File: src/design/mem_pkg.sv
// constants and types shared by the memory puzzle blocks
// presses are clean one-cycle strobes, already debounced
// button codes are one-hot; all zero means no press
package mem_pkg;

    localparam int num_stages = 5;  // stages per game
    localparam int num_pos    = 4;  // buttons, labels and digit values

    typedef logic [5:0] button_t;   // one-hot button code

    localparam button_t btn_none   = 6'b000000;
    localparam button_t btn_select = 6'b000001;
    localparam button_t btn_up     = 6'b000010;
    localparam button_t btn_right  = 6'b000100;
    localparam button_t btn_down   = 6'b001000;
    localparam button_t btn_left   = 6'b010000;
    localparam button_t btn_back   = 6'b100000;

    typedef enum logic [2:0] {
        menu     = 3'd0,  // waiting for a select to start
        scramble = 3'd1,  // generator filling a new puzzle
        play     = 3'd2,  // clock running, selects judged
        won      = 3'd3,
        lost     = 3'd4
    } game_state_t;

    // one press event
    typedef struct packed {
        logic    strobe;  // high for one cycle per press
        button_t button;  // which button
    } press_t;

    // what one stage shows, digit and labels all encoded 0..3
    typedef struct packed {
        logic [1:0]               digit;  // display digit minus one
        logic [num_pos-1:0][1:0]  label;  // label at each position, left is 0
    } stage_view_t;

    // whole generated puzzle
    typedef struct packed {
        stage_view_t [num_stages-1:0] stage_v;  // indexed by stage
    } puzzle_t;

endpackage

File: src/design/mem_game_fsm.sv
// game state machine, master of the four-phase generator request
// play starts the edge after gen_ack is seen low again
// timer_load and stage_reset are combinational one-cycle strobes
`timescale 1ns/1ps

module mem_game_fsm (
    input  logic                  clk,
    input  logic                  nrst,
    input  mem_pkg::press_t       press,
    input  logic                  mem_clear,    // detector: puzzle solved
    input  logic                  time_out,     // timer: clock at zero in play
    input  logic                  struck_out,   // timer: strikes at limit
    input  logic                  gen_ack,
    output mem_pkg::game_state_t  state,
    output logic                  gen_req,
    output logic                  timer_load,   // high in last scramble cycle
    output logic                  stage_reset   // high when the puzzle is handed over
);

    logic sel;      // select strobe
    logic in_scr;   // in scramble
    logic hs_done;  // both handshake lines back low

    assign sel     = press.strobe && (press.button == mem_pkg::btn_select);
    assign in_scr  = (state == mem_pkg::scramble);
    assign hs_done = !gen_req && !gen_ack;

    assign stage_reset = in_scr && gen_req && gen_ack;  // one cycle, then req drops
    assign timer_load  = in_scr && hs_done;            // same edge that enters play

    always_ff @(posedge clk) begin
        if (!nrst) begin
            state   <= mem_pkg::menu;
            gen_req <= 1'b0;
        end else begin
            case (state)
                mem_pkg::menu: begin
                    if (sel && !gen_ack) begin        // never raise req over a live ack
                        state   <= mem_pkg::scramble;
                        gen_req <= 1'b1;
                    end
                end
                mem_pkg::scramble: begin
                    if (gen_req && gen_ack) begin
                        gen_req <= 1'b0;              // phase 3
                    end else if (hs_done) begin
                        state <= mem_pkg::play;       // phase 4 seen
                    end
                end
                mem_pkg::play: begin
                    if (time_out || struck_out) begin
                        state <= mem_pkg::lost;       // losing wins a tie
                    end else if (mem_clear) begin
                        state <= mem_pkg::won;
                    end
                end
                mem_pkg::won, mem_pkg::lost: begin
                    if (sel) begin
                        state <= mem_pkg::menu;
                    end
                end
                default: begin
                    state   <= mem_pkg::menu;         // recover from an unused code
                    gen_req <= 1'b0;
                end
            endcase
        end
    end

endmodule

File: src/design/mem_strike_timer.sv
// play clock and strike counter
// time_left loads time_limit on timer_load and counts down only in play
// strikes saturate at max_strikes and clear on the next timer_load
`timescale 1ns/1ps

module mem_strike_timer #(
    parameter int unsigned time_limit  = 600,
    parameter int unsigned max_strikes = 3
) (
    input  logic                              clk,
    input  logic                              nrst,
    input  mem_pkg::game_state_t              state,
    input  logic                              timer_load,
    input  logic                              mem_error,
    output logic [$clog2(time_limit+1)-1:0]   time_left,
    output logic [$clog2(max_strikes+1)-1:0]  strikes,
    output logic                              time_out,
    output logic                              struck_out
);

    localparam int tw = $clog2(time_limit + 1);   // timer width
    localparam int sw = $clog2(max_strikes + 1);  // strike counter width

    logic in_play;

    assign in_play    = (state == mem_pkg::play);
    assign time_out   = in_play && (time_left == '0);
    assign struck_out = (strikes >= sw'(max_strikes));  // fsm only looks in play

    always_ff @(posedge clk) begin
        if (!nrst) begin
            time_left <= '0;
            strikes   <= '0;
        end else begin
            if (timer_load) begin
                time_left <= tw'(time_limit);         // full time for the first play cycle
            end else if (in_play && time_left != '0) begin
                time_left <= time_left - 1'b1;
            end
            if (timer_load) begin
                strikes <= '0;                        // new game
            end else if (mem_error && strikes < sw'(max_strikes)) begin
                strikes <= strikes + 1'b1;
            end
        end
    end

endmodule

File: src/design/mem_puzzle_gen.sv
// puzzle generator, four-phase handshake slave
// gen_ack rises 6 cycles after gen_req is seen, one stage written per cycle
// gen_seed must be nonzero; the puzzle holds still outside the fill
`timescale 1ns/1ps

module mem_puzzle_gen #(
    parameter logic [15:0] gen_seed = 16'hace1
) (
    input  logic              clk,
    input  logic              nrst,
    input  logic              gen_req,
    output logic              gen_ack,
    output mem_pkg::puzzle_t  puzzle
);

    logic [15:0] lfsr;  // free running, time spent in menu stirs it
    logic        busy;  // filling stages
    logic [2:0]  idx;   // next stage to write, num_stages when done

    // digit from the low bits, labels by three swaps of the identity order
    function automatic mem_pkg::stage_view_t make_stage(input logic [15:0] r);
        mem_pkg::stage_view_t v;
        logic [1:0] a;
        logic [1:0] b;
        logic [1:0] tmp;
        v.digit = r[1:0];
        for (int i = 0; i < mem_pkg::num_pos; i++) begin
            v.label[i] = 2'(i);
        end
        for (int s = 0; s < 3; s++) begin
            a          = r[2 + 4*s +: 2];
            b          = r[4 + 4*s +: 2];
            tmp        = v.label[a];
            v.label[a] = v.label[b];        // a swap keeps it a permutation
            v.label[b] = tmp;
        end
        return v;
    endfunction

    always_ff @(posedge clk) begin
        if (!nrst) begin
            lfsr    <= gen_seed;
            busy    <= 1'b0;
            idx     <= '0;
            gen_ack <= 1'b0;
        end else begin
            // galois form, x^16 + x^14 + x^13 + x^11 + 1
            lfsr <= {1'b0, lfsr[15:1]} ^ (lfsr[0] ? 16'hb400 : 16'h0000);
            if (!busy && !gen_ack && gen_req) begin
                busy <= 1'b1;                 // request seen
                idx  <= '0;
            end else if (busy) begin
                if (idx < 3'(mem_pkg::num_stages)) begin
                    idx <= idx + 3'd1;
                end else begin
                    busy    <= 1'b0;
                    gen_ack <= 1'b1;          // phase 2
                end
            end else if (gen_ack && !gen_req) begin
                gen_ack <= 1'b0;              // phase 4
            end
        end
    end

    // payload only, written during the fill
    always_ff @(posedge clk) begin
        if (busy && idx < 3'(mem_pkg::num_stages)) begin
            puzzle.stage_v[idx] <= make_stage(lfsr);
        end
    end

endmodule

File: src/design/mem_cursor.sv
// selected position, wraps modulo 4
// moves only in play, held at 0 through scramble
`timescale 1ns/1ps

module mem_cursor (
    input  logic                  clk,
    input  logic                  nrst,
    input  mem_pkg::press_t       press,
    input  mem_pkg::game_state_t  state,
    output logic [1:0]            mem_pos
);

    logic go_right;  // right press in play
    logic go_left;   // left press in play

    assign go_right = press.strobe && (press.button == mem_pkg::btn_right)
                      && (state == mem_pkg::play);
    assign go_left  = press.strobe && (press.button == mem_pkg::btn_left)
                      && (state == mem_pkg::play);

    always_ff @(posedge clk) begin
        if (!nrst) begin
            mem_pos <= 2'd0;
        end else if (state == mem_pkg::scramble) begin
            mem_pos <= 2'd0;            // every new game starts leftmost
        end else if (go_right) begin
            mem_pos <= mem_pos + 2'd1;  // 3 wraps to 0
        end else if (go_left) begin
            mem_pos <= mem_pos - 2'd1;  // 0 wraps to 3
        end
    end

endmodule

File: src/design/mem_select_detector.sv
// judges select presses against the memory stage rules
// mem_clear and mem_error are combinational, in the cycle of the press
// stage stays at 4 once the puzzle is cleared, until stage_reset
`timescale 1ns/1ps

module mem_select_detector (
    input  logic                  clk,
    input  logic                  nrst,
    input  mem_pkg::game_state_t  state,
    input  logic                  stage_reset,
    input  mem_pkg::press_t       press,
    input  mem_pkg::puzzle_t      puzzle,
    input  logic [1:0]            mem_pos,
    output logic                  mem_error,
    output logic                  mem_clear,
    output logic [2:0]            stage
);

    localparam logic [2:0] last_stage = 3'(mem_pkg::num_stages - 1);

    mem_pkg::stage_view_t [mem_pkg::num_stages-1:0] sv;  // short alias of the puzzle
    logic [mem_pkg::num_stages-1:0][1:0] right_pos;      // correct position per stage
    logic [mem_pkg::num_stages-2:0][1:0] right_lab;      // label pressed, stages 0..3
    logic sel;  // select in play
    logic hit;  // cursor on the right position

    // position that shows a given label, labels are a permutation so one matches
    function automatic logic [1:0] pos_of(input mem_pkg::stage_view_t v,
                                          input logic [1:0] lab);
        logic [1:0] p;
        p = 2'd0;
        for (int i = 0; i < mem_pkg::num_pos; i++) begin
            if (v.label[i] == lab) begin
                p = 2'(i);
            end
        end
        return p;
    endfunction

    assign sv = puzzle.stage_v;

    // rule table, digit 0..3 stands for display 1..4
    always_comb begin
        right_pos = '0;
        right_lab = '0;
        case (sv[0].digit)
            2'd0, 2'd1: right_pos[0] = 2'd1;            // second position
            2'd2:       right_pos[0] = 2'd2;            // third position
            default:    right_pos[0] = 2'd3;            // fourth position
        endcase
        right_lab[0] = sv[0].label[right_pos[0]];

        case (sv[1].digit)
            2'd0:       right_pos[1] = pos_of(sv[1], 2'd3);  // the label 4
            2'd2:       right_pos[1] = 2'd0;                 // first position
            default:    right_pos[1] = right_pos[0];         // same position as stage 1
        endcase
        right_lab[1] = sv[1].label[right_pos[1]];

        case (sv[2].digit)
            2'd0:       right_pos[2] = pos_of(sv[2], right_lab[1]);  // label of stage 2
            2'd1:       right_pos[2] = pos_of(sv[2], right_lab[0]);  // label of stage 1
            2'd2:       right_pos[2] = 2'd2;                         // third position
            default:    right_pos[2] = pos_of(sv[2], 2'd3);          // the label 4
        endcase
        right_lab[2] = sv[2].label[right_pos[2]];

        case (sv[3].digit)
            2'd0:       right_pos[3] = right_pos[0];    // position of stage 1
            2'd1:       right_pos[3] = 2'd0;            // first position
            default:    right_pos[3] = right_pos[1];    // position of stage 2
        endcase
        right_lab[3] = sv[3].label[right_pos[3]];

        case (sv[4].digit)
            2'd0:       right_pos[4] = pos_of(sv[4], right_lab[0]);  // label of stage 1
            2'd1:       right_pos[4] = pos_of(sv[4], right_lab[1]);  // label of stage 2
            2'd2:       right_pos[4] = pos_of(sv[4], right_lab[3]);  // label of stage 4
            default:    right_pos[4] = pos_of(sv[4], right_lab[2]);  // label of stage 3
        endcase
    end

    assign sel = press.strobe && (press.button == mem_pkg::btn_select)
                 && (state == mem_pkg::play);
    assign hit = (mem_pos == right_pos[stage]);  // stage never passes 4

    assign mem_clear = sel && hit && (stage == last_stage);
    assign mem_error = sel && !hit;

    always_ff @(posedge clk) begin
        if (!nrst) begin
            stage <= 3'd0;
        end else if (stage_reset) begin
            stage <= 3'd0;                // fresh puzzle
        end else if (sel && hit && stage != last_stage) begin
            stage <= stage + 3'd1;
        end
    end

endmodule

File: src/design/mem_puzzle_top.sv
// memory puzzle top level, the only bomb module kept
// gen_seed must be nonzero or the LFSR locks up
// time_left and strikes widths follow time_limit and max_strikes
`timescale 1ns/1ps

module mem_puzzle_top #(
    parameter int unsigned time_limit  = 600,       // play cycles allowed
    parameter int unsigned max_strikes = 3,         // errors that lose the game
    parameter logic [15:0] gen_seed    = 16'hace1   // LFSR start value
) (
    input  logic                               clk,
    input  logic                               nrst,
    input  mem_pkg::press_t                    press,      // button strobe
    output mem_pkg::game_state_t               state,
    output logic [2:0]                         stage,      // current stage 0..4
    output mem_pkg::stage_view_t               view,       // digit and labels shown now
    output logic [1:0]                         mem_pos,    // selected position
    output logic [$clog2(max_strikes+1)-1:0]   strikes,
    output logic [$clog2(time_limit+1)-1:0]    time_left
);

    logic              gen_req;      // fsm asks for a new puzzle
    logic              gen_ack;      // generator done
    logic              mem_clear;    // last stage solved
    logic              mem_error;    // wrong select
    logic              time_out;     // clock ran out
    logic              struck_out;   // too many strikes
    logic              timer_load;   // first play cycle follows
    logic              stage_reset;  // restart at stage 0
    mem_pkg::puzzle_t  puzzle;       // all five stages

    assign view = puzzle.stage_v[stage];  // stage never passes 4

    mem_game_fsm i_fsm (
        .clk         (clk),
        .nrst        (nrst),
        .press       (press),
        .mem_clear   (mem_clear),
        .time_out    (time_out),
        .struck_out  (struck_out),
        .gen_ack     (gen_ack),
        .state       (state),
        .gen_req     (gen_req),
        .timer_load  (timer_load),
        .stage_reset (stage_reset)
    );

    mem_strike_timer #(
        .time_limit  (time_limit),
        .max_strikes (max_strikes)
    ) i_timer (
        .clk         (clk),
        .nrst        (nrst),
        .state       (state),
        .timer_load  (timer_load),
        .mem_error   (mem_error),
        .time_left   (time_left),
        .strikes     (strikes),
        .time_out    (time_out),
        .struck_out  (struck_out)
    );

    mem_puzzle_gen #(.gen_seed(gen_seed)) i_gen (
        .clk     (clk),
        .nrst    (nrst),
        .gen_req (gen_req),
        .gen_ack (gen_ack),
        .puzzle  (puzzle)
    );

    mem_cursor i_cursor (
        .clk     (clk),
        .nrst    (nrst),
        .press   (press),
        .state   (state),
        .mem_pos (mem_pos)
    );

    mem_select_detector i_detector (
        .clk         (clk),
        .nrst        (nrst),
        .state       (state),
        .stage_reset (stage_reset),
        .press       (press),
        .puzzle      (puzzle),
        .mem_pos     (mem_pos),
        .mem_error   (mem_error),
        .mem_clear   (mem_clear),
        .stage       (stage)
    );

endmodule

File: config.mk
export PLATFORM = sky130hd
export DESIGN_NAME = mem_puzzle_top
export DESIGN_NICKNAME = d
export VERILOG_FILES = /design/src/design/mem_pkg.sv /design/src/design/mem_game_fsm.sv /design/src/design/mem_strike_timer.sv /design/src/design/mem_puzzle_gen.sv /design/src/design/mem_cursor.sv /design/src/design/mem_select_detector.sv /design/src/design/mem_puzzle_top.sv
export SDC_FILE = /design/constraint.sdc
export NUM_CORES = 1
export LEC_CHECK = 0
export ABC_AREA = 1
export BUFFER_PORTS_ARGS = -buffer_cell sky130_fd_sc_hd__buf_4
export CORE_MARGIN = 2
export CORE_UTILIZATION = 40
export CTS_CLUSTER_DIAMETER = 120
export DETAILED_ROUTE_END_ITERATION = 10
export GPL_TIMING_DRIVEN = 1
export PLACE_DENSITY = 0.58
export SKIP_CTS_REPAIR_TIMING = 1
export SYNTH_ARGS = -nofsm -noshare
export SYNTH_HDL_FRONTEND = slang
export SYNTH_HIERARCHICAL = 1
export SYNTH_SLANG_ARGS = --single-unit
export TNS_END_PERCENT = 10
File: constraint.sdc
create_clock -name clk -period 4.15 [get_ports clk]
set_input_delay 0.415 -clock clk [delete_from_list [all_inputs] [get_ports clk]]
set_output_delay 0.415 -clock clk [all_outputs]
set_load 0.01 [all_outputs]
==> impl_metrics.py <==
metrics = {
    "status": {
        "run_status": "completed",
    },
    "power_and_ir_drop": {
        "p_clk_frac": 0.253,
        "p_seq_frac": 0.374,
        "sw_frac_of_total": 0.382,
        "pwr-share-comb": 0.373,
        "ir_drop_mv": 0.298,
        "p_leak_nw": 3.63,
        "p_int_mw": 1.96,
        "p_total_mw": 3.17,
        "powerDensity_mw_per_mm2": 419,
        "p_sw_mw": 1.21,
    },
    "cts": {
        "clock_path_buffers": 2,
        "h-tree-depth": 3,
        "cts_made_buffers": 9,
        "clkSinkCount": 92,
        "clock_latency_ns": 0.34,
        "clk_pin_slew_ns": 0.06,
        "cts_tree": "done",
        "cts-root-buf": "clkbuf_16",
    },
    "finish": {
        "regArea_mm2": 0.00234,
        "layout-drive-gt1-share": 0.161,
        "multi_input_area_mm2": 0.00375,
        "fin_nets": 1041,
        "area_growth_pct": 13.7,
        "diodes": 0,
        "fill_cells": 1663,
    },
    "critical_path": {
        "worstPathMaxFanout": 6,
        "cp_slowest_cell": "edfxtp_1",
        "crit_type": "register to register",
        "r2r-start": "i_gen/puzzle[18]",
        "setup.worst_path.end_class": "register",
        "crit_top_cell": "nand2_1",
        "crit_path_start": "i_gen/puzzle[18]",
        "cp.required_ns": 4.43,
        "crit_arrival_ns": 3.99,
        "crit_path_start_kind": "register",
        "max_stage_delay_ns": 0.46,
    },
    "floorplanning": {
        "io_pins": 39,
        "dieWidth_um": 133,
        "rows": 47,
        "die_area_mm2": 0.0177,
        "coreArea_mm2": 0.0164,
        "die_h_um": 133,
        "start_util": 0.405,
    },
    "global_routing": {
        "grt_max_degree": 28,
        "grt_pass1_wl_um": 28500,
        "antenna_found_initial": 0,
        "overflow": 0,
        "grt_pass1_vias": 5594,
        "grt_usage": 0.202,
    },
    "synth": {
        "synth_warnings": 6,
        "synth-xor-area-share": 0.0237,
        "netlist_area_mm2": 0.00665,
        "netlist_instances": 977,
        "synth_top_family_by_area": "simple AND/OR/NAND/NOR gates",
        "syn_nets": 992,
        "ys_ff_latch": 92,
        "synth_compound_area_frac": 0.0820,
        "seq_area_frac_synth": 0.352,
        "synthDistinctLibCells": 50,
        "muxShareOfSynthArea": 0,
        "syn_avg_cell_area_um2": 6.81,
        "synth-simple-area-share": 0.442,
        "synthAdderAreaFrac": 0.0113,
    },
    "route": {
        "ant_nets": 0,
        "drt_iter0_drc": 360,
        "wl_per_cell_um": 14.0,
        "met2_length_um": 8030,
        "drc_errors": 0,
        "wirelength_um": 17500,
        "wl_met1_um": 8180,
        "wl_met3_um": 843,
        "dr.max_layer_used": "met4",
        "dr_total_vias": 6215,
        "drt_first_pass_iters": 5,
        "viasPerCell": 4.97,
    },
    "sta": {
        "setup_tns_ns": 0,
        "finalCritPeriodShare": 0.893,
        "setup_viol": 0,
        "fmax_mhz": 270,
        "layout_min_cycle_time_ns": 3.71,
        "slew_violations": 0,
        "skew_ns": 0.00833,
        "tightest_slew_ns": 1.15,
        "rsz0062_at_grt": "no",
        "max-slew-margin-rel": 0.225,
        "hold_violations": 0,
    },
    "min_path": {
        "hp-start": "nrst",
        "hold_class": "input pin to register",
    },
    "placement": {
        "port_buffers": 38,
        "hpwl_um": 13600,
        "gp_congestion": 0.927,
    },
    "run": {
        "cap_violations": 0,
    },
}
cells by family after synthesis:
logic type	count (synthesis)
and+or+nand+nor	613
buffers and inverters	156
AOI/OAI and AO/OA	92
DFF	92
xor gates and xnor gates	18
adders and majority gates	6
final cells by class:
type,count,share of cell area
flip-flops and latches,92,0.310
clock inverters,4,0.00381
repair buffers,45,0.0447
multi-input cells,729,0.496
inverters,149,0.0740
clock buffers,12,0.0354
well taps,220,0.0364
layer usage:
metal	GRT usage	vias up
li1	-	3238
met1	0.279	2772
met2	0.322	170
met3	0.0257	35
met4	0.0800	0
met5	0	-
cells in the final DEF, fill, tap and decap left out, types with 3 or more instances in the layout:
cell type and instances:
a211oi_1 3, a21oi_1 31, buf_4 45, clkbuf_16 10, clkinv_1 6, dfxtp_1 42, edfxtp_1 50, ha_1 6
inv_1 124, inv_2 19, nand2_1 319, nand2_2 27, nand2_4 3, nand3_1 111, nand3_2 11, nand3_4 6
nand3b_1 3, nand4_1 10, nor2_1 80, nor2_2 8, nor2_4 8, nor3_1 7, nor3_2 3, nor4_2 3
o211ai_1 4, o21ai_0 32, o21ai_1 8, o22ai_1 3, or2_2 3, xor2_1 17
power by group through the flow:
stage	registers [mW]	clock network (mW)	logic [mW]
after floorplan	1.19	0	0.871
after global placement	1.21	0	1.17
after detailed placement	1.21	0	1.17
after CTS	1.19	0.826	1.18
after global routing	1.20	0.867	1.33
final	1.19	0.804	1.18
metrics by stage:
step	std cells	area [um2]	hold slack [ns]	util	setup slack [ns]
after floorplan	977	6650	0.390	-	0.949
final	1251	7560	0.413	0.461	0.442
after global routing	1251	7560	0.418	0.461	0.0225
after global placement	1234	7240	0.392	0.441	0.386
after detailed placement	1234	7240	0.401	0.441	0.391
after CTS	1250	7540	0.399	0.460	0.363
Yosys cell counts (all sizes together):
master / n / share of area
a211oi: 3 / 0.0034
a21boi: 1 / 0.0028
a21oi: 34 / 0.028
a31oi: 1 / 0.00094
and3: 1 / 0.00094
buf: 6 / 0.0043
clkbuf: 1 / 0.00056
clkinv: 6 / 0.0034
dfxtp: 42 / 0.13
edfxtp: 50 / 0.23
ha: 6 / 0.011
inv: 143 / 0.081
nand2: 351 / 0.22
nand3: 128 / 0.12
nand3b: 5 / 0.0081
nand4: 11 / 0.011
nor2: 97 / 0.069
nor3: 11 / 0.012
nor4: 3 / 0.0028
o211ai: 4 / 0.0045
o21ai: 42 / 0.033
o21bai: 2 / 0.0040
o221ai: 1 / 0.0013
o22ai: 3 / 0.0028
o31ai: 1 / 0.0011
or2: 6 / 0.0060
xnor2: 1 / 0.0013
xor2: 17 / 0.022
sequential cells by signal, summed over array words and instances (netlist names):
| register | flops |
|---|---|
| i_gen/idx | 3 |
| i_gen/lfsr | 16 |
| i_timer/time_left | 10 |
| i_fsm/state | 3 |
| i_detector/stage | 3 |
| i_gen/busy | 1 |
| i_gen/gen_ack | 1 |
| i_timer/strikes | 2 |
| i_fsm/gen_req | 1 |
| i_cursor/mem_pos | 2 |
| i_gen/puzzle | 50 |
critical path, delay by kind of cell, from the launching register on:
family          cells  cell delay (ns)
simple gates       27             2.52
flops               1             0.46
buf+inv             4             0.33
compound gates      2             0.34
final timing paths:
path	end	slack (ns)	cells after the start
worst max register to register	i_fsm/state[0]	0.44	33
worst max-delay path	i_fsm/state[0]	0.44	33
worst min register to register	i_gen/lfsr[14]	0.41	2
worst min-delay path	i_gen/lfsr[15]	0.41	2
(Power assumes the default switching activity.)
